### src/glay_axi_defines.svh
`ifndef GLAY_AXI_DEFINES_SVH
`define GLAY_AXI_DEFINES_SVH

// ------------------------------
// axi4 field widths
// ------------------------------

// byte address into the overlay memory space
`define GLAY_AXI_ADDR_W 32

// one beat on the memory port, eight bytes
`define GLAY_AXI_DATA_W 64

// transaction id, enough for the engines behind one port
`define GLAY_AXI_ID_W 4

// axi4 burst length field, beats minus one
`define GLAY_AXI_LEN_W 8

`endif

### src/glay_axi_pkg.sv
`include "glay_axi_defines.svh"

package glay_axi_pkg;

  // ------------------------------
  // axi4 channel fields
  // ------------------------------
  typedef logic [`GLAY_AXI_ADDR_W-1:0]   axi_addr_t;  // byte address
  typedef logic [`GLAY_AXI_DATA_W-1:0]   axi_data_t;  // one data beat
  typedef logic [`GLAY_AXI_DATA_W/8-1:0] axi_strb_t;  // one strobe per data byte
  typedef logic [`GLAY_AXI_ID_W-1:0]     axi_id_t;    // transaction id
  typedef logic [`GLAY_AXI_LEN_W-1:0]    axi_len_t;   // beats minus one
  typedef logic [2:0]                    axi_size_t;  // log2 of bytes per beat
  typedef logic [1:0]                    axi_burst_t; // fixed, incr or wrap
  typedef logic [1:0]                    axi_resp_t;  // okay, exokay, slverr, decerr

  // ------------------------------
  // channel slice occupancy
  // ------------------------------
  typedef enum logic [1:0] {
    slice_empty, // nothing held, output idle
    slice_one,   // main register valid
    slice_two    // main and spare valid, input stalled
  } slice_state_t;

endpackage : glay_axi_pkg

### src/axi_channel_slice.sv
`timescale 1ns/1ps

module axi_channel_slice import glay_axi_pkg::*; #(
  parameter int payload_w = 8                  // packed channel fields
) (
  input  logic                 ap_clk,
  input  logic                 rst_n,
  input  logic                 in_valid,         // upstream beat present
  output logic                 in_ready,         // registered, no path from out_ready
  input  logic [payload_w-1:0] in_payload,
  output logic                 out_valid,        // registered
  input  logic                 out_ready,        // downstream accepts
  output logic [payload_w-1:0] out_payload       // straight from main register
);

  // ------------------------------
  // handshakes and occupancy
  // ------------------------------
  slice_state_t         state_q;           // current occupancy
  slice_state_t         state_d;           // occupancy after this edge
  logic                 in_fire;           // beat accepted at the input
  logic                 out_fire;          // beat taken at the output
  logic                 load_main;         // main takes the input beat
  logic                 main_from_spare;   // spare moves up into main
  logic                 load_spare;        // skid beat lands in spare
  logic [payload_w-1:0] main_q;            // beat shown at the output
  logic [payload_w-1:0] spare_q;           // beat caught while output stalls

  assign in_fire  = in_valid & in_ready;
  assign out_fire = out_valid & out_ready;

  always_comb begin
    state_d         = state_q;             // hold by default
    load_main       = 1'b0;
    main_from_spare = 1'b0;
    load_spare      = 1'b0;
    unique case (state_q)
      slice_empty: begin
        if (in_fire) begin
          state_d   = slice_one;           // first beat goes straight to main
          load_main = 1'b1;
        end
      end
      slice_one: begin
        if (in_fire && !out_fire) begin
          state_d    = slice_two;          // output stalled, park beat in spare
          load_spare = 1'b1;
        end else if (in_fire && out_fire) begin
          load_main = 1'b1;                // full rate, main replaced in place
        end else if (out_fire) begin
          state_d = slice_empty;           // drained
        end
      end
      slice_two: begin
        if (out_fire) begin
          state_d         = slice_one;     // in_ready is low here, no new beat
          main_from_spare = 1'b1;
        end
      end
      default: begin
        state_d = slice_empty;
      end
    endcase
  end

  // ------------------------------
  // control flops
  // ------------------------------
  always_ff @(posedge ap_clk or negedge rst_n) begin
    if (!rst_n) begin
      state_q   <= slice_empty;
      in_ready  <= 1'b0;                   // quiet during reset, high one edge later
      out_valid <= 1'b0;
    end else begin
      state_q   <= state_d;
      in_ready  <= (state_d != slice_two); // drop as soon as both entries fill
      out_valid <= (state_d != slice_empty);
    end
  end

  // ------------------------------
  // payload registers
  // ------------------------------
  always_ff @(posedge ap_clk) begin
    if (load_main) begin
      main_q <= in_payload;
    end else if (main_from_spare) begin
      main_q <= spare_q;                   // keeps beat order
    end
    if (load_spare) begin
      spare_q <= in_payload;
    end
  end

  assign out_payload = main_q;

endmodule : axi_channel_slice

### src/axi_read_slice.sv
`timescale 1ns/1ps

module axi_read_slice import glay_axi_pkg::*; (
  input  logic       ap_clk,
  input  logic       rst_n,
  // slave ar
  input  logic       s_arvalid,
  input  axi_id_t    s_arid,
  input  axi_addr_t  s_araddr,
  input  axi_len_t   s_arlen,
  input  axi_size_t  s_arsize,
  input  axi_burst_t s_arburst,
  output logic       s_arready,
  // slave r
  output logic       s_rvalid,
  output axi_id_t    s_rid,
  output axi_data_t  s_rdata,
  output axi_resp_t  s_rresp,
  output logic       s_rlast,
  input  logic       s_rready,
  // master ar
  output logic       m_arvalid,
  output axi_id_t    m_arid,
  output axi_addr_t  m_araddr,
  output axi_len_t   m_arlen,
  output axi_size_t  m_arsize,
  output axi_burst_t m_arburst,
  input  logic       m_arready,
  // master r
  input  logic       m_rvalid,
  input  axi_id_t    m_rid,
  input  axi_data_t  m_rdata,
  input  axi_resp_t  m_rresp,
  input  logic       m_rlast,
  output logic       m_rready
);

  // ------------------------------
  // packed channel vectors
  // ------------------------------
  localparam int ar_w = $bits(axi_id_t) + $bits(axi_addr_t) + $bits(axi_len_t) +
                        $bits(axi_size_t) + $bits(axi_burst_t);
  localparam int r_w  = $bits(axi_id_t) + $bits(axi_data_t) + $bits(axi_resp_t) + 1;

  logic [ar_w-1:0] ar_in;   // slave side, into the slice
  logic [ar_w-1:0] ar_out;  // master side, out of the slice
  logic [r_w-1:0]  r_in;    // master side
  logic [r_w-1:0]  r_out;   // slave side

  assign ar_in = {s_arid, s_araddr, s_arlen, s_arsize, s_arburst};
  assign {m_arid, m_araddr, m_arlen, m_arsize, m_arburst} = ar_out;

  assign r_in = {m_rid, m_rdata, m_rresp, m_rlast};
  assign {s_rid, s_rdata, s_rresp, s_rlast} = r_out;

  // forward, slave to master
  axi_channel_slice #(.payload_w(ar_w)) ar_slice (
    .ap_clk     (ap_clk),
    .rst_n      (rst_n),
    .in_valid   (s_arvalid),
    .in_ready   (s_arready),
    .in_payload (ar_in),
    .out_valid  (m_arvalid),
    .out_ready  (m_arready),
    .out_payload(ar_out)
  );

  // backward, master to slave
  axi_channel_slice #(.payload_w(r_w)) r_slice (
    .ap_clk     (ap_clk),
    .rst_n      (rst_n),
    .in_valid   (m_rvalid),
    .in_ready   (m_rready),
    .in_payload (r_in),
    .out_valid  (s_rvalid),
    .out_ready  (s_rready),
    .out_payload(r_out)
  );

endmodule : axi_read_slice

### src/axi_register_slice_mid_end.sv
`timescale 1ns/1ps

module axi_register_slice_mid_end import glay_axi_pkg::*; (
  input  logic       ap_clk,
  input  logic       rst_n,       // async assert, released through two flops
  // slave read
  input  logic       s_arvalid,
  input  axi_id_t    s_arid,
  input  axi_addr_t  s_araddr,
  input  axi_len_t   s_arlen,
  input  axi_size_t  s_arsize,
  input  axi_burst_t s_arburst,
  output logic       s_arready,
  output logic       s_rvalid,
  output axi_id_t    s_rid,
  output axi_data_t  s_rdata,
  output axi_resp_t  s_rresp,
  output logic       s_rlast,
  input  logic       s_rready,
  // slave write
  input  logic       s_awvalid,
  input  axi_id_t    s_awid,
  input  axi_addr_t  s_awaddr,
  input  axi_len_t   s_awlen,
  input  axi_size_t  s_awsize,
  input  axi_burst_t s_awburst,
  output logic       s_awready,
  input  logic       s_wvalid,
  input  axi_data_t  s_wdata,
  input  axi_strb_t  s_wstrb,
  input  logic       s_wlast,
  output logic       s_wready,
  output logic       s_bvalid,
  output axi_id_t    s_bid,
  output axi_resp_t  s_bresp,
  input  logic       s_bready,
  // master read
  output logic       m_arvalid,
  output axi_id_t    m_arid,
  output axi_addr_t  m_araddr,
  output axi_len_t   m_arlen,
  output axi_size_t  m_arsize,
  output axi_burst_t m_arburst,
  input  logic       m_arready,
  input  logic       m_rvalid,
  input  axi_id_t    m_rid,
  input  axi_data_t  m_rdata,
  input  axi_resp_t  m_rresp,
  input  logic       m_rlast,
  output logic       m_rready,
  // master write
  output logic       m_awvalid,
  output axi_id_t    m_awid,
  output axi_addr_t  m_awaddr,
  output axi_len_t   m_awlen,
  output axi_size_t  m_awsize,
  output axi_burst_t m_awburst,
  input  logic       m_awready,
  output logic       m_wvalid,
  output axi_data_t  m_wdata,
  output axi_strb_t  m_wstrb,
  output logic       m_wlast,
  input  logic       m_wready,
  input  logic       m_bvalid,
  input  axi_id_t    m_bid,
  input  axi_resp_t  m_bresp,
  output logic       m_bready
);

  // ------------------------------
  // local reset for the slices
  // ------------------------------
  logic rst_meta_q;   // first stage, may go metastable on release
  logic slice_rst_n;  // second stage, feeds both paths

  always_ff @(posedge ap_clk or negedge rst_n) begin
    if (!rst_n) begin
      rst_meta_q  <= 1'b0;
      slice_rst_n <= 1'b0;
    end else begin
      rst_meta_q  <= 1'b1;
      slice_rst_n <= rst_meta_q;  // high on second edge after release
    end
  end

  // ------------------------------
  // read path, ar and r
  // ------------------------------
  axi_read_slice u_read (
    .ap_clk   (ap_clk),
    .rst_n    (slice_rst_n),
    .s_arvalid(s_arvalid),
    .s_arid   (s_arid),
    .s_araddr (s_araddr),
    .s_arlen  (s_arlen),
    .s_arsize (s_arsize),
    .s_arburst(s_arburst),
    .s_arready(s_arready),
    .s_rvalid (s_rvalid),
    .s_rid    (s_rid),
    .s_rdata  (s_rdata),
    .s_rresp  (s_rresp),
    .s_rlast  (s_rlast),
    .s_rready (s_rready),
    .m_arvalid(m_arvalid),
    .m_arid   (m_arid),
    .m_araddr (m_araddr),
    .m_arlen  (m_arlen),
    .m_arsize (m_arsize),
    .m_arburst(m_arburst),
    .m_arready(m_arready),
    .m_rvalid (m_rvalid),
    .m_rid    (m_rid),
    .m_rdata  (m_rdata),
    .m_rresp  (m_rresp),
    .m_rlast  (m_rlast),
    .m_rready (m_rready)
  );

  // ------------------------------
  // write path, aw, w and b
  // ------------------------------
  axi_write_slice u_write (
    .ap_clk   (ap_clk),
    .rst_n    (slice_rst_n),
    .s_awvalid(s_awvalid),
    .s_awid   (s_awid),
    .s_awaddr (s_awaddr),
    .s_awlen  (s_awlen),
    .s_awsize (s_awsize),
    .s_awburst(s_awburst),
    .s_awready(s_awready),
    .s_wvalid (s_wvalid),
    .s_wdata  (s_wdata),
    .s_wstrb  (s_wstrb),
    .s_wlast  (s_wlast),
    .s_wready (s_wready),
    .s_bvalid (s_bvalid),
    .s_bid    (s_bid),
    .s_bresp  (s_bresp),
    .s_bready (s_bready),
    .m_awvalid(m_awvalid),
    .m_awid   (m_awid),
    .m_awaddr (m_awaddr),
    .m_awlen  (m_awlen),
    .m_awsize (m_awsize),
    .m_awburst(m_awburst),
    .m_awready(m_awready),
    .m_wvalid (m_wvalid),
    .m_wdata  (m_wdata),
    .m_wstrb  (m_wstrb),
    .m_wlast  (m_wlast),
    .m_wready (m_wready),
    .m_bvalid (m_bvalid),
    .m_bid    (m_bid),
    .m_bresp  (m_bresp),
    .m_bready (m_bready)
  );

endmodule : axi_register_slice_mid_end

### src/axi_write_slice.sv
`timescale 1ns/1ps

module axi_write_slice import glay_axi_pkg::*; (
  input  logic       ap_clk,
  input  logic       rst_n,
  // slave aw
  input  logic       s_awvalid,
  input  axi_id_t    s_awid,
  input  axi_addr_t  s_awaddr,
  input  axi_len_t   s_awlen,
  input  axi_size_t  s_awsize,
  input  axi_burst_t s_awburst,
  output logic       s_awready,
  // slave w
  input  logic       s_wvalid,
  input  axi_data_t  s_wdata,
  input  axi_strb_t  s_wstrb,
  input  logic       s_wlast,
  output logic       s_wready,
  // slave b
  output logic       s_bvalid,
  output axi_id_t    s_bid,
  output axi_resp_t  s_bresp,
  input  logic       s_bready,
  // master aw
  output logic       m_awvalid,
  output axi_id_t    m_awid,
  output axi_addr_t  m_awaddr,
  output axi_len_t   m_awlen,
  output axi_size_t  m_awsize,
  output axi_burst_t m_awburst,
  input  logic       m_awready,
  // master w
  output logic       m_wvalid,
  output axi_data_t  m_wdata,
  output axi_strb_t  m_wstrb,
  output logic       m_wlast,
  input  logic       m_wready,
  // master b
  input  logic       m_bvalid,
  input  axi_id_t    m_bid,
  input  axi_resp_t  m_bresp,
  output logic       m_bready
);

  // ------------------------------
  // packed channel vectors
  // ------------------------------
  localparam int aw_w = $bits(axi_id_t) + $bits(axi_addr_t) + $bits(axi_len_t) +
                        $bits(axi_size_t) + $bits(axi_burst_t);
  localparam int w_w  = $bits(axi_data_t) + $bits(axi_strb_t) + 1;  // data, strb, last
  localparam int b_w  = $bits(axi_id_t) + $bits(axi_resp_t);

  logic [aw_w-1:0] aw_in;
  logic [aw_w-1:0] aw_out;
  logic [w_w-1:0]  w_in;
  logic [w_w-1:0]  w_out;
  logic [b_w-1:0]  b_in;    // from master side
  logic [b_w-1:0]  b_out;   // to slave side

  assign aw_in = {s_awid, s_awaddr, s_awlen, s_awsize, s_awburst};
  assign {m_awid, m_awaddr, m_awlen, m_awsize, m_awburst} = aw_out;

  assign w_in = {s_wdata, s_wstrb, s_wlast};
  assign {m_wdata, m_wstrb, m_wlast} = w_out;

  assign b_in = {m_bid, m_bresp};
  assign {s_bid, s_bresp} = b_out;

  axi_channel_slice #(.payload_w(aw_w)) aw_slice (
    .ap_clk     (ap_clk),
    .rst_n      (rst_n),
    .in_valid   (s_awvalid),
    .in_ready   (s_awready),
    .in_payload (aw_in),
    .out_valid  (m_awvalid),
    .out_ready  (m_awready),
    .out_payload(aw_out)
  );

  // data beats, not tied to aw order here
  axi_channel_slice #(.payload_w(w_w)) w_slice (
    .ap_clk     (ap_clk),
    .rst_n      (rst_n),
    .in_valid   (s_wvalid),
    .in_ready   (s_wready),
    .in_payload (w_in),
    .out_valid  (m_wvalid),
    .out_ready  (m_wready),
    .out_payload(w_out)
  );

  // response runs master to slave
  axi_channel_slice #(.payload_w(b_w)) b_slice (
    .ap_clk     (ap_clk),
    .rst_n      (rst_n),
    .in_valid   (m_bvalid),
    .in_ready   (m_bready),
    .in_payload (b_in),
    .out_valid  (s_bvalid),
    .out_ready  (s_bready),
    .out_payload(b_out)
  );

endmodule : axi_write_slice

### config.mk
export PLATFORM = sky130hd
export DESIGN_NAME = axi_register_slice_mid_end
export DESIGN_NICKNAME = d
export VERILOG_FILES = /design/src/glay_axi_pkg.sv /design/src/axi_channel_slice.sv /design/src/axi_read_slice.sv /design/src/axi_register_slice_mid_end.sv /design/src/axi_write_slice.sv
export VERILOG_INCLUDE_DIRS = /design/src
export SDC_FILE = /design/constraint.sdc
export NUM_CORES = 1
export LEC_CHECK = 0
export ABC_CLOCK_PERIOD_IN_PS = 800
export BUFFER_PORTS_ARGS = -buffer_cell sky130_fd_sc_hd__buf_2
export CAP_MARGIN = 20
export CORE_AREA = 2 2 200 202
export CTS_CLUSTER_DIAMETER = 60
export DETAILED_ROUTE_END_ITERATION = 8
export DIE_AREA = 0 0 202 204
export GPL_TIMING_DRIVEN = 0
export PLACE_DENSITY = 0.75
export SKIP_LAST_GASP = 1
export SYNTH_ARGS = -nofsm -noshare
export SYNTH_HDL_FRONTEND = slang
export SYNTH_SLANG_ARGS = --single-unit
### constraint.sdc
create_clock -name ap_clk -period 0.8 [get_ports ap_clk]
set_input_delay 0.24 -clock ap_clk [delete_from_list [all_inputs] [get_ports ap_clk]]
set_output_delay 0.24 -clock ap_clk [all_outputs]
set_load 0.02 [all_outputs]
==> flow_metrics.env, run 1 <==
export IMPL_status="finished with violations"
export IMPL_violations="setup timing"
export IMPL_drive_gt1_frac=0.564
export IMPL_yosysTopAreaCellShare=0.787
export IMPL_syn_inst=868
export IMPL_die_width_um=202
export IMPL_ys_top_cells_by_area="edfxtp_1, mux2_2, dfrtp_1"
export IMPL_p_sw_frac=0.318
export IMPL_tightest_slew_ns=0.979
export IMPL_synth_most_common_cell="edfxtp_1"
export IMPL_dpl_worst_slack_ns=-1.86
export IMPL_power_density_nw_per_um2=3610
export IMPL_die_h_um=204
export IMPL_hold_slack_ns=0.0292
export IMPL_grt_first_pass_wirelength_mm=79.1
export IMPL_seqPwrFrac=0.395
export IMPL_grtUsageTotal=0.257
export IMPL_cts_htree_levels=2
export IMPL_rsz0062_at_grt="true"
export IMPL_wire_per_inst_um=25.0
export IMPL_routed_wl_mm=60.6
export IMPL_yosysTopAreaCell="edfxtp_1"
export IMPL_min_path_cells=3
export IMPL_cellLeakagePower_nw=12.0
export IMPL_dpl_cell_area_um2=23300
export IMPL_power_mw=108
export IMPL_grt_ovfl_total=0
export IMPL_combPwrFrac=0.384
export IMPL_critPathKind="flip-flop to flip-flop"
export IMPL_syn_nets=1128
export IMPL_avgSynthCellArea_um2=21.8
export IMPL_min_period_ns=1.82
export IMPL_cts_tree="yes"
export IMPL_clock_root_buffer="clkbuf_16"
export IMPL_start_util=0.483
export IMPL_insertion_delay_ns=0.57
export IMPL_place_port_buffers=517
export IMPL_gr_usage_met2=0.457
export IMPL_hold_class="input port to flip-flop"
export IMPL_route_vias_total=12900
export IMPL_area_growth_pct=58.4
export IMPL_cp_data_required_time_ns=1.13
export IMPL_ir_drop_mv=2.64
export IMPL_first_pass_iters=4
export IMPL_grt_pass1_vias=13100
export IMPL_slew_headroom=0.348
export IMPL_use_met3=0.0651
export IMPL_cp_arrival_ns=2.14
export IMPL_grt_busiest_layer="met2"
export IMPL_ys_top_cells_by_count="edfxtp_1, mux2_2, dfrtp_1"
export IMPL_async_flop_share=0.0425
export IMPL_p_clk_frac=0.221
export IMPL_intPower_mw=73.8
export IMPL_postLayoutCellArea_um2=30000
export IMPL_synth_cell_types=28
export IMPL_grt_max_degree=21
export IMPL_vias_per_cell=5.30
export IMPL_worstHoldEndpoint="u_read.r_slice.in_ready$_DFF_PN0_"
export IMPL_r2r_cells=6
export IMPL_worst_slack_ns=-1.02
export IMPL_synth_flop_cell="edfxtp_1"
export IMPL_fmax_mhz=550
export IMPL_path_clk_slew_ns=0.06
export IMPL_synth_enable_flop_cells=496
export IMPL_drc_errors=0
export IMPL_cts_buffers=52
export IMPL_grt_antenna_before_repair=8
export IMPL_routabilityCongestion=0.764
export IMPL_timing_final_hold_violations=0
export IMPL_skew_ns=0.0297
export IMPL_dpl_hpwl_mm=30.6
export IMPL_worstHoldStart="s_rready"
export IMPL_coreArea_um2=39200
export IMPL_netSwitchingPower_mw=34.3
export IMPL_max_clock_path_buffers=3
export IMPL_first_iter_violations=874
export IMPL_yosysSeqAreaShare=0.816
export IMPL_report_final_setup_viol=1042
export IMPL_rrSetupSlack_ns=-1.02
export IMPL_r2r_end="u_read.r_slice.out_payload[28]$_DFFE_PP_"
export IMPL_endpoint_kind="flip-flop"
export IMPL_final_max_slew_viol_count=0
export IMPL_core_rowCount=73
export IMPL_io_pin_count=518
export IMPL_ant_nets=0
export IMPL_die_area_um2=41200
export IMPL_min_period_over_period=2.27
export IMPL_critPathLaunchType="flip-flop"
export IMPL_cts_sinks=518
export IMPL_grt_use_met1=0.296
export IMPL_synth_seq_cells=518
export IMPL_cap_violations=0
export IMPL_path_max_fanout=6
export IMPL_fill_cells=1983
export IMPL_yosysWarningCount=0
export IMPL_syn_area_um2=18900
export IMPL_nets=2118
export IMPL_timing_rr_start="u_read.r_slice.state_q[1]$_DFF_PN0_"
what timing repair did:
action,in CTS,in global routing
setup buffers,61,27
gates cloned,38,31
endpoints found under the hold margin,501,2
hold buffers,253,1
pin swaps,23,12
setup endpoints to repair,1042,1042
resized for setup,90,83
routing by layer:
| layer | up-vias | share of wire |
|---|---|---|
| li1 | 5503 | - |
| met1 | 6504 | 0.35 |
| met2 | 710 | 0.53 |
| met3 | 150 | 0.076 |
| met4 | 2 | 0.041 |
| met5 | - | 0.00021 |
registers in the layout, indices dropped and copies added, names as in the netlist, 2 cells and up:
name / flops
u_write.b_slice.out_payload: 6
u_write.aw_slice.spare_q: 49
u_read.r_slice.state_q: 2
u_write.w_slice.state_q: 2
u_read.r_slice.spare_q: 71
u_write.w_slice.spare_q: 73
u_write.aw_slice.out_payload: 49
u_read.r_slice.out_payload: 71
u_read.ar_slice.spare_q: 49
u_read.ar_slice.state_q: 2
u_read.ar_slice.out_payload: 49
u_write.aw_slice.state_q: 2
u_write.b_slice.state_q: 2
u_write.b_slice.spare_q: 6
u_write.w_slice.out_payload: 73
power groups by stage:
stage,registers (mW),clock network [mW],logic [mW]
floorplan,49.6,0,12.5
global placement,42.2,0,27.8
detailed placement,42.8,0,29.3
CTS,42.2,23.9,36.2
global route,43.2,25.2,43.0
finish,42.7,23.9,41.5
area by class of cell:
class                   count  area, µm²  share of cell area
diodes                      5       12.5            0.000417
plain buffers              23        430              0.0144
clock buffers              69       1400              0.0466
clock inverters            25        231             0.00772
multi-input cells         352       4390               0.146
flip-flops and latches    518      15500               0.516
well taps                 525        657              0.0219
repair buffers            911       7400               0.247
cell usage in the layout, fill, tap and decap left out, types with 4 or more instances in the layout:
| master | instances |
|---|---|
| a21boi_4 | 5 |
| diode_2 | 5 |
| dlygate4sd3_1 | 254 |
| nor3b_4 | 5 |
| dfrtp_1 | 8 |
| a21oi_1 | 14 |
| o21ai_0 | 6 |
| mux2_4 | 173 |
| clkinv_1 | 12 |
| dfrtp_2 | 14 |
| nor3_4 | 4 |
| buf_12 | 43 |
| buf_16 | 12 |
| edfxtp_1 | 496 |
| buf_4 | 42 |
| buf_6 | 27 |
| clkinv_2 | 4 |
| mux2_2 | 75 |
| clkbuf_1 | 15 |
| nand2_1 | 4 |
| buf_8 | 9 |
| or2_4 | 29 |
| a211o_1 | 4 |
| bufinv_16 | 4 |
| nor2_4 | 4 |
| clkbuf_16 | 83 |
| buf_2 | 517 |
worst max-delay path by stage:
stage | from | end | slack, ns
after floorplan | u_write.w_slice.out_valid$_DFF_PN0_ | u_write.w_slice.spare_q[0]$_DFFE_PP_ | -2.21
after global placement | u_write.w_slice.out_valid$_DFF_PN0_ | u_write.w_slice.spare_q[11]$_DFFE_PP_ | -3.18
after detailed placement | u_read.r_slice.state_q[0]$_DFF_PN0_ | u_read.r_slice.out_payload[34]$_DFFE_PP_ | -1.86
after CTS | u_write.w_slice.state_q[0]$_DFF_PN0_ | u_write.w_slice.out_payload[36]$_DFFE_PP_ | -0.94
after global routing | u_read.r_slice.state_q[0]$_DFF_PN0_ | u_read.r_slice.out_payload[28]$_DFFE_PP_ | -1.05
final | u_read.r_slice.state_q[1]$_DFF_PN0_ | u_read.r_slice.out_payload[28]$_DFFE_PP_ | -1.02
through the flow:
stage,TNS [ns],instances,utilization
6_report,-786.12,2428,0.765
5_1_grt,-841.99,2427,0.765
4_1_cts,-774.19,2371,0.735
3_5_place_dp,-919.95,1926,0.596
3_3_place_gp,-1348.09,1910,0.588
2_1_floorplan,-1025.94,868,-
cell families after synthesis:
logic type      after synthesis  share of synthesized area
other cells                   1                   0.000198
compound gates               33                     0.0111
buf+inv                      25                     0.0109
flops                       518                      0.816
simple gates                 43                     0.0137
mux                         248                      0.148
critical path: stages (launching register included):
cell and delay [ns]:
dfrtp_2 0.47, nor3_4 0.28, buf_6 0.15, buf_6 0.09, buf_6 0.12, clkbuf_16 0.16, mux2_4 0.31
No activity file was read; power rests on OpenSTA's default activity.
==> run 2, diff against run 1 <==
CAP_MARGIN = 0   (was 20)
CORE_AREA = 4 4 202 204   (was 2 2 200 202)
DIE_AREA = 0 0 206 208   (was 0 0 202 204)
GPL_ROUTABILITY_DRIVEN = 0   (was unset)
==> run 2 against run 1 <==
The run still ends with setup timing left; design area fell by 0.56%; routed wire length rose by 0.42%; critical path depth did not move; sequential share of layout area rose by 0.29 points; setup slack improved by 0.022 ns; final cell count fell by 0.58%; clock power fell by 4%; flip-flop and latch count did not move; clock skew fell by 0.015 ns; die area rose by 4.0%; non-clock buffer count fell by 10; clock-buffer cell count did not move; highest routed layer unchanged.
==> flow_metrics.env, run 2 (synthesized netlist as in run 1, its figures left out) <==
export IMPL_final_common_cell="buf_2"
export IMPL_report_final_setup_viol=1042
export IMPL_grt_first_pass_wirelength_mm=82.1
export IMPL_first_pass_iters=5
export IMPL_cts_tree="yes"
export IMPL_drc_errors=0
export IMPL_fill_cells=2057
export IMPL_die_h_um=208
export IMPL_cts_htree_levels=2
export IMPL_cp_data_required_time_ns=1.13
export IMPL_skew_ns=0.0150
export IMPL_critPathMaxStageDelay_ns=0.42
export IMPL_ant_nets=0
export IMPL_slew_headroom=0.330
export IMPL_critPathLaunchType="flip-flop"
export IMPL_min_period_ns=1.80
export IMPL_hold_class="input port to flip-flop"
export IMPL_path_clk_slew_ns=0.07
export IMPL_slowest_stage="dfrtp_2"
export IMPL_cp_arrival_ns=2.13
export IMPL_wire_per_inst_um=25.2
export IMPL_critPathKind="flip-flop to flip-flop"
export IMPL_cts_sinks=518
export IMPL_grt_ovfl_total=0
export IMPL_min_period_over_period=2.25
export IMPL_grtUsageTotal=0.253
export IMPL_max_clock_path_buffers=3
export IMPL_rsz0062_at_grt="true"
export IMPL_status="finished with violations"
export IMPL_final_max_slew_viol_count=0
export IMPL_path_max_fanout=10
export IMPL_endpoint_kind="flip-flop"
export IMPL_dpl_cell_area_um2=23300
export IMPL_crit_buf_inv=3
export IMPL_grt_pass1_vias=13400
export IMPL_cap_violations=0
export IMPL_grt_antenna_before_repair=9
export IMPL_crit_path_frequent_cell="buf_12"
export IMPL_io_pin_count=518
export IMPL_core_rowCount=73
export IMPL_route_vias_total=12600
export IMPL_dpl_hpwl_mm=31.2
export IMPL_fin_util=0.759
export IMPL_die_width_um=206
export IMPL_ir_drop_mv=2.58
export IMPL_cts_buffers=52
export IMPL_drive_gt1_frac=0.557
export IMPL_layout_common_cells="buf_2, edfxtp_1, dlygate4sd3_1"
export IMPL_grt_max_degree=27
export IMPL_hold_slack_ns=0.00903
export IMPL_place_port_buffers=517
export IMPL_coreArea_um2=39300
export IMPL_dpl_worst_slack_ns=-1.84
export IMPL_postLayoutCellArea_um2=29800
export IMPL_first_iter_violations=826
export IMPL_area_growth_pct=57.6
export IMPL_tightest_slew_ns=1.00
export IMPL_timing_final_hold_violations=0
export IMPL_worst_slack_ns=-0.997
export IMPL_nets=2102
export IMPL_fmax_mhz=556
export IMPL_die_area_um2=42800
export IMPL_cellLeakagePower_nw=11.9
export IMPL_insertion_delay_ns=0.59
export IMPL_path_cells="nand2_4 -> nor3_4 -> buf_6 -> buf_12 -> buf_12 -> mux2_2"
export IMPL_routed_wl_mm=60.9
export IMPL_power_mw=107
export IMPL_clock_root_buffer="clkbuf_16"
export IMPL_start_util=0.482
export IMPL_violations="setup timing"
export IMPL_vias_per_cell=5.23
export IMPL_critPathTopFamily="buffers and inverters"
export IMPL_power_density_nw_per_um2=3600
run 2: changes by cell type in the layout (fill, tap and decap cells not counted), sizes merged:
| cell | change |
|---|---|
| buf | -7 |
| clkinvlp | +2 |
| inv | -2 |
| diode | +2 |
| or2 | -6 |
| clkinv | +3 |
| bufinv | -3 |
| clkbuf | -3 |
run 2: worst paths after layout:
check	endpoint	startpoint	cells after the start	slack (ns)
max	u_write.w_slice.out_payload[25]$_DFFE_PP_	u_write.w_slice.in_ready$_DFF_PN0_	6	-1.0
min	u_write.w_slice.in_ready$_DFF_PN0_	m_wready	3	0.009
max reg2reg	u_write.w_slice.out_payload[25]$_DFFE_PP_	u_write.w_slice.in_ready$_DFF_PN0_	6	-1.0
min reg2reg	slice_rst_n$_DFF_PN0_	rst_meta_q$_DFF_PN0_	0	0.36
max in group asynchronous	u_read.r_slice.in_ready$_DFF_PN0_	slice_rst_n$_DFF_PN0_	0	-0.32
min in group asynchronous	u_write.w_slice.state_q[1]$_DFF_PN0_	slice_rst_n$_DFF_PN0_	0	0.42
run 2: repair_timing:
action                                  4_1_cts  5_1_grt
hold endpoints to repair                    502        0
hold buffers                                254        0
gates resized for setup                      83      111
cloned                                       30       31
pin swaps                                    20       13
endpoints found under the setup margin     1042     1042
buffers inserted                             55       27
run 2: final cells by class:
class | instances | area, µm² | share of cell area
flip-flops and latches | 518 | 15500 | 0.519
repair buffers | 902 | 7280 | 0.244
multi-input cells | 346 | 4420 | 0.148
clock buffers | 69 | 1390 | 0.0465
well taps | 525 | 657 | 0.0220
plain buffers | 22 | 422 | 0.0141
clock inverters | 25 | 164 | 0.00550
diodes | 7 | 17.5 | 0.000588
run 2: routing by layer:
metal	share of wire	vias up	GRT usage	wire [µm]
met5	0.00067	-	0	41
met4	0.034	8	0.0815	2080
met3	0.087	143	0.0781	5280
met2	0.53	679	0.450	32200
met1	0.35	6328	0.290	21300
li1	-	5462	-	-
run 2: worst reg2reg max path: cells and delay by family (launching register included):
family | cells | cell delay [ns]
and+or+nand+nor | 2 | 0.31
DFF | 1 | 0.42
buffers and inverters | 3 | 0.46
muxes | 1 | 0.35
run 2: where the power goes:
part | leakage, nW | total [mW] | internal (mW) | switching [mW]
clock network | 0.741 | 22.9 | 12.5 | 10.4
registers | 4.85 | 42.9 | 40.0 | 2.87
logic | 6.35 | 41.4 | 20.2 | 21.3
run 2: metrics by stage:
| step | setup TNS, ns | std cells |
|---|---|---|
| 2_1_floorplan | -1025.94 | 868 |
| 3_3_place_gp | -1352.81 | 1910 |
| 3_5_place_dp | -911.53 | 1926 |
| 4_1_cts | -771.97 | 2359 |
| 5_1_grt | -843.35 | 2411 |
| 6_report | -796.20 | 2414 |
==> run 3, diff against run 2 <==
ABC_AREA = 1   (was unset)
CORE_AREA = unset   (was 4 4 202 204)
CORE_ASPECT_RATIO = 1.1   (was unset)
CORE_MARGIN = 4   (was unset)
CORE_UTILIZATION = 35   (was unset)
DIE_AREA = unset   (was 0 0 206 208)
PLACE_DENSITY = unset   (was 0.75)
==> run 3 against run 2 <==
The run still ends with setup timing left; maximum frequency increased by 16%; core utilization down 18 points; flip-flop and latch count unchanged; largest power group is now combinational logic; critical path type unchanged; clock power up 9%; die area grew 40%; highest routed layer is now met4; synthesized cell count increased by 66%; largest cell class unchanged; critical endpoint is now u_read.r_slice.spare_q[33]$_DFFE_PP_; clock-buffer cell count up 3.
==> flow_metrics.env, run 3 <==
export IMPL_r2r_cells=6
export IMPL_tightest_slew_ns=0.953
export IMPL_syn_inst=1444
export IMPL_grt_antenna_before_repair=8
export IMPL_cp_startpoint="u_read.r_slice.state_q[1]$_DFF_PN0_"
export IMPL_min_period_over_period=1.94
export IMPL_fill_cells=4198
export IMPL_cellLeakagePower_nw=13.5
export IMPL_routed_wl_mm=69.5
export IMPL_dpl_worst_slack_ns=-1.38
export IMPL_min_path_cells=4
export IMPL_drive_gt1_frac=0.423
export IMPL_timing_rr_start="u_read.r_slice.state_q[1]$_DFF_PN0_"
export IMPL_slew_headroom=0.365
export IMPL_first_iter_violations=1088
export IMPL_cap_violations=0
export IMPL_violations="setup timing"
export IMPL_insertion_delay_ns=0.60
export IMPL_grt_first_pass_wirelength_mm=94.3
export IMPL_grtUsageTotal=0.204
export IMPL_die_width_um=234
export IMPL_nets=2715
export IMPL_rsz0062_at_grt="true"
export IMPL_worstHoldStart="m_wready"
export IMPL_layout_common_cells="buf_2, edfxtp_1, nand2_1"
export IMPL_coreArea_um2=55200
export IMPL_grt_max_degree=21
export IMPL_ant_nets=0
export IMPL_async_flop_share=0.0425
export IMPL_cts_buffers=56
export IMPL_grt_pass1_vias=15900
export IMPL_area_growth_pct=62.6
export IMPL_yosysTopAreaCellShare=0.760
export IMPL_power_density_nw_per_um2=3700
export IMPL_path_max_fanout=7
export IMPL_vias_per_cell=4.89
export IMPL_synth_cell_types=18
export IMPL_cts_sinks=518
export IMPL_synth_enable_flop_cells=496
export IMPL_timing_final_hold_violations=0
export IMPL_first_pass_iters=5
export IMPL_cp_data_required_time_ns=1.10
export IMPL_synth_most_common_cell="nand2_1"
export IMPL_hold_class="input port to flip-flop"
export IMPL_cp_arrival_ns=1.85
export IMPL_dpl_hpwl_mm=37.8
export IMPL_syn_nets=1704
export IMPL_avgSynthCellArea_um2=13.6
export IMPL_cts_tree="yes"
export IMPL_final_common_cell="buf_2"
export IMPL_grt_ovfl_total=0
export IMPL_skew_ns=0.0187
export IMPL_cts_htree_levels=2
export IMPL_power_mw=118
export IMPL_worst_slack_ns=-0.751
export IMPL_core_rowCount=90
export IMPL_critPathLaunchType="flip-flop"
export IMPL_synth_flop_cell="edfxtp_1"
export IMPL_hold_slack_ns=0.0278
export IMPL_min_period_ns=1.55
export IMPL_start_util=0.355
export IMPL_yosysTopAreaCell="edfxtp_1"
export IMPL_wire_per_inst_um=21.5
export IMPL_route_vias_total=15800
export IMPL_die_area_um2=59900
export IMPL_synth_seq_cells=518
export IMPL_critPathKind="flip-flop to flip-flop"
export IMPL_yosysSeqAreaShare=0.788
export IMPL_clock_root_buffer="clkbuf_16"
export IMPL_status="finished with violations"
export IMPL_place_port_buffers=517
export IMPL_io_pin_count=518
export IMPL_ys_top_cells_by_area="edfxtp_1, nand2_1, nand3_1"
export IMPL_fin_util=0.578
export IMPL_die_h_um=256
export IMPL_endpoint_kind="flip-flop"
export IMPL_max_clock_path_buffers=3
export IMPL_yosysWarningCount=0
export IMPL_fmax_mhz=645
export IMPL_syn_area_um2=19600
export IMPL_drc_errors=0
export IMPL_path_clk_slew_ns=0.06
export IMPL_final_max_slew_viol_count=0
export IMPL_report_final_setup_viol=1042
export IMPL_ys_top_cells_by_count="nand2_1, edfxtp_1, nand3_1"
export IMPL_ir_drop_mv=2.21
-- run 3: changes by cell type in the layout (fill, tap and decap cells not counted), moves of 15 or more --
cell / delta
nand2_1: +398
nand2_4: +57
mux2_4: -198
nand2_2: +71
nand3_1: +220
nor2_4: +15
mux2_2: -50
nand2_8: +38
buf_8: +15
buf_4: +19
or2_4: -24
nand3_2: +31
inv_1: +21
-- run 3: cell type report --
| cell class | count | area [µm²] | area share |
|---|---|---|---|
| sequential | 518 | 15500 | 0.485 |
| timing repair inverter | 1 | 7.51 | 0.000236 |
| multi-input combinational | 866 | 5180 | 0.163 |
| inverter | 25 | 97.6 | 0.00306 |
| antenna | 8 | 20.0 | 0.000628 |
| clock buffer | 72 | 1480 | 0.0465 |
| tap | 736 | 921 | 0.0289 |
| buffer | 73 | 852 | 0.0267 |
| clock inverter | 27 | 240 | 0.00754 |
| timing repair buffer | 914 | 7600 | 0.239 |
-- run 3: through the flow --
stage | TNS (ns) | instance area (µm²) | std cells
floorplan | -591.43 | 20000 | 1444
global placement | -801.30 | 23500 | 2697
detailed placement | -654.97 | 23600 | 2702
CTS | -638.02 | 29900 | 3178
global route | -672.19 | 31900 | 3239
finish | -622.23 | 31900 | 3240
-- run 3: logic make-up (layout without fill, tap and decap cells) --
logic type | after synthesis | in the layout | synth area share
other | 1 | 9 | 0.000191
DFF | 518 | 518 | 0.788
and+or+nand+nor | 824 | 865 | 0.179
buffers and inverters | 101 | 1112 | 0.0326
-- run 3: what timing repair did --
| item | in CTS | in global routing |
|---|---|---|
| setup endpoints to repair | 1042 | 1042 |
| resized for setup | 96 | 295 |
| pin swaps | 34 | 37 |
| cloned | 55 | 31 |
| setup buffers | 73 | 30 |
| hold endpoints to repair | 494 | 0 |
| hold buffers | 250 | 0 |
-- run 3: routing by layer --
metal / track usage / up-vias / share of wire
met5: 0 / - / 0
met3: 0.0573 / 216 / 0.083
met4: 0.0847 / 0 / 0.059
met1: 0.234 / 7635 / 0.35
li1: - / 7184 / -
met2: 0.358 / 813 / 0.51
-- run 3: worst max-delay path, cell delays in order, from the launching register on --
cell and delay [ns]:
dfrtp_2 0.46, inv_1 0.11, nand3_2 0.10, nor2_4 0.17, buf_12 0.16, buf_12 0.13
buf_16 0.12
-- run 3: path summary, 6_finish.rpt --
check	end	slack, ns
max	u_read.r_slice.spare_q[33]$_DFFE_PP_	-0.75
min	u_write.w_slice.state_q[1]$_DFF_PN0_	0.03
max reg2reg	u_read.r_slice.spare_q[33]$_DFFE_PP_	-0.75
min reg2reg	slice_rst_n$_DFF_PN0_	0.36
max in group asynchronous	u_read.r_slice.out_valid$_DFF_PN0_	-0.24
min in group asynchronous	u_write.w_slice.state_q[0]$_DFF_PN0_	0.38
-- run 3: where the power goes --
group	internal (mW)	total, mW	switching, mW	leakage (nW)
logic	20.1	50.0	29.9	7.82
registers	40.1	42.8	2.71	4.86
clock network	14.3	24.9	10.6	0.842
total	74.5	118	43.3	13.5
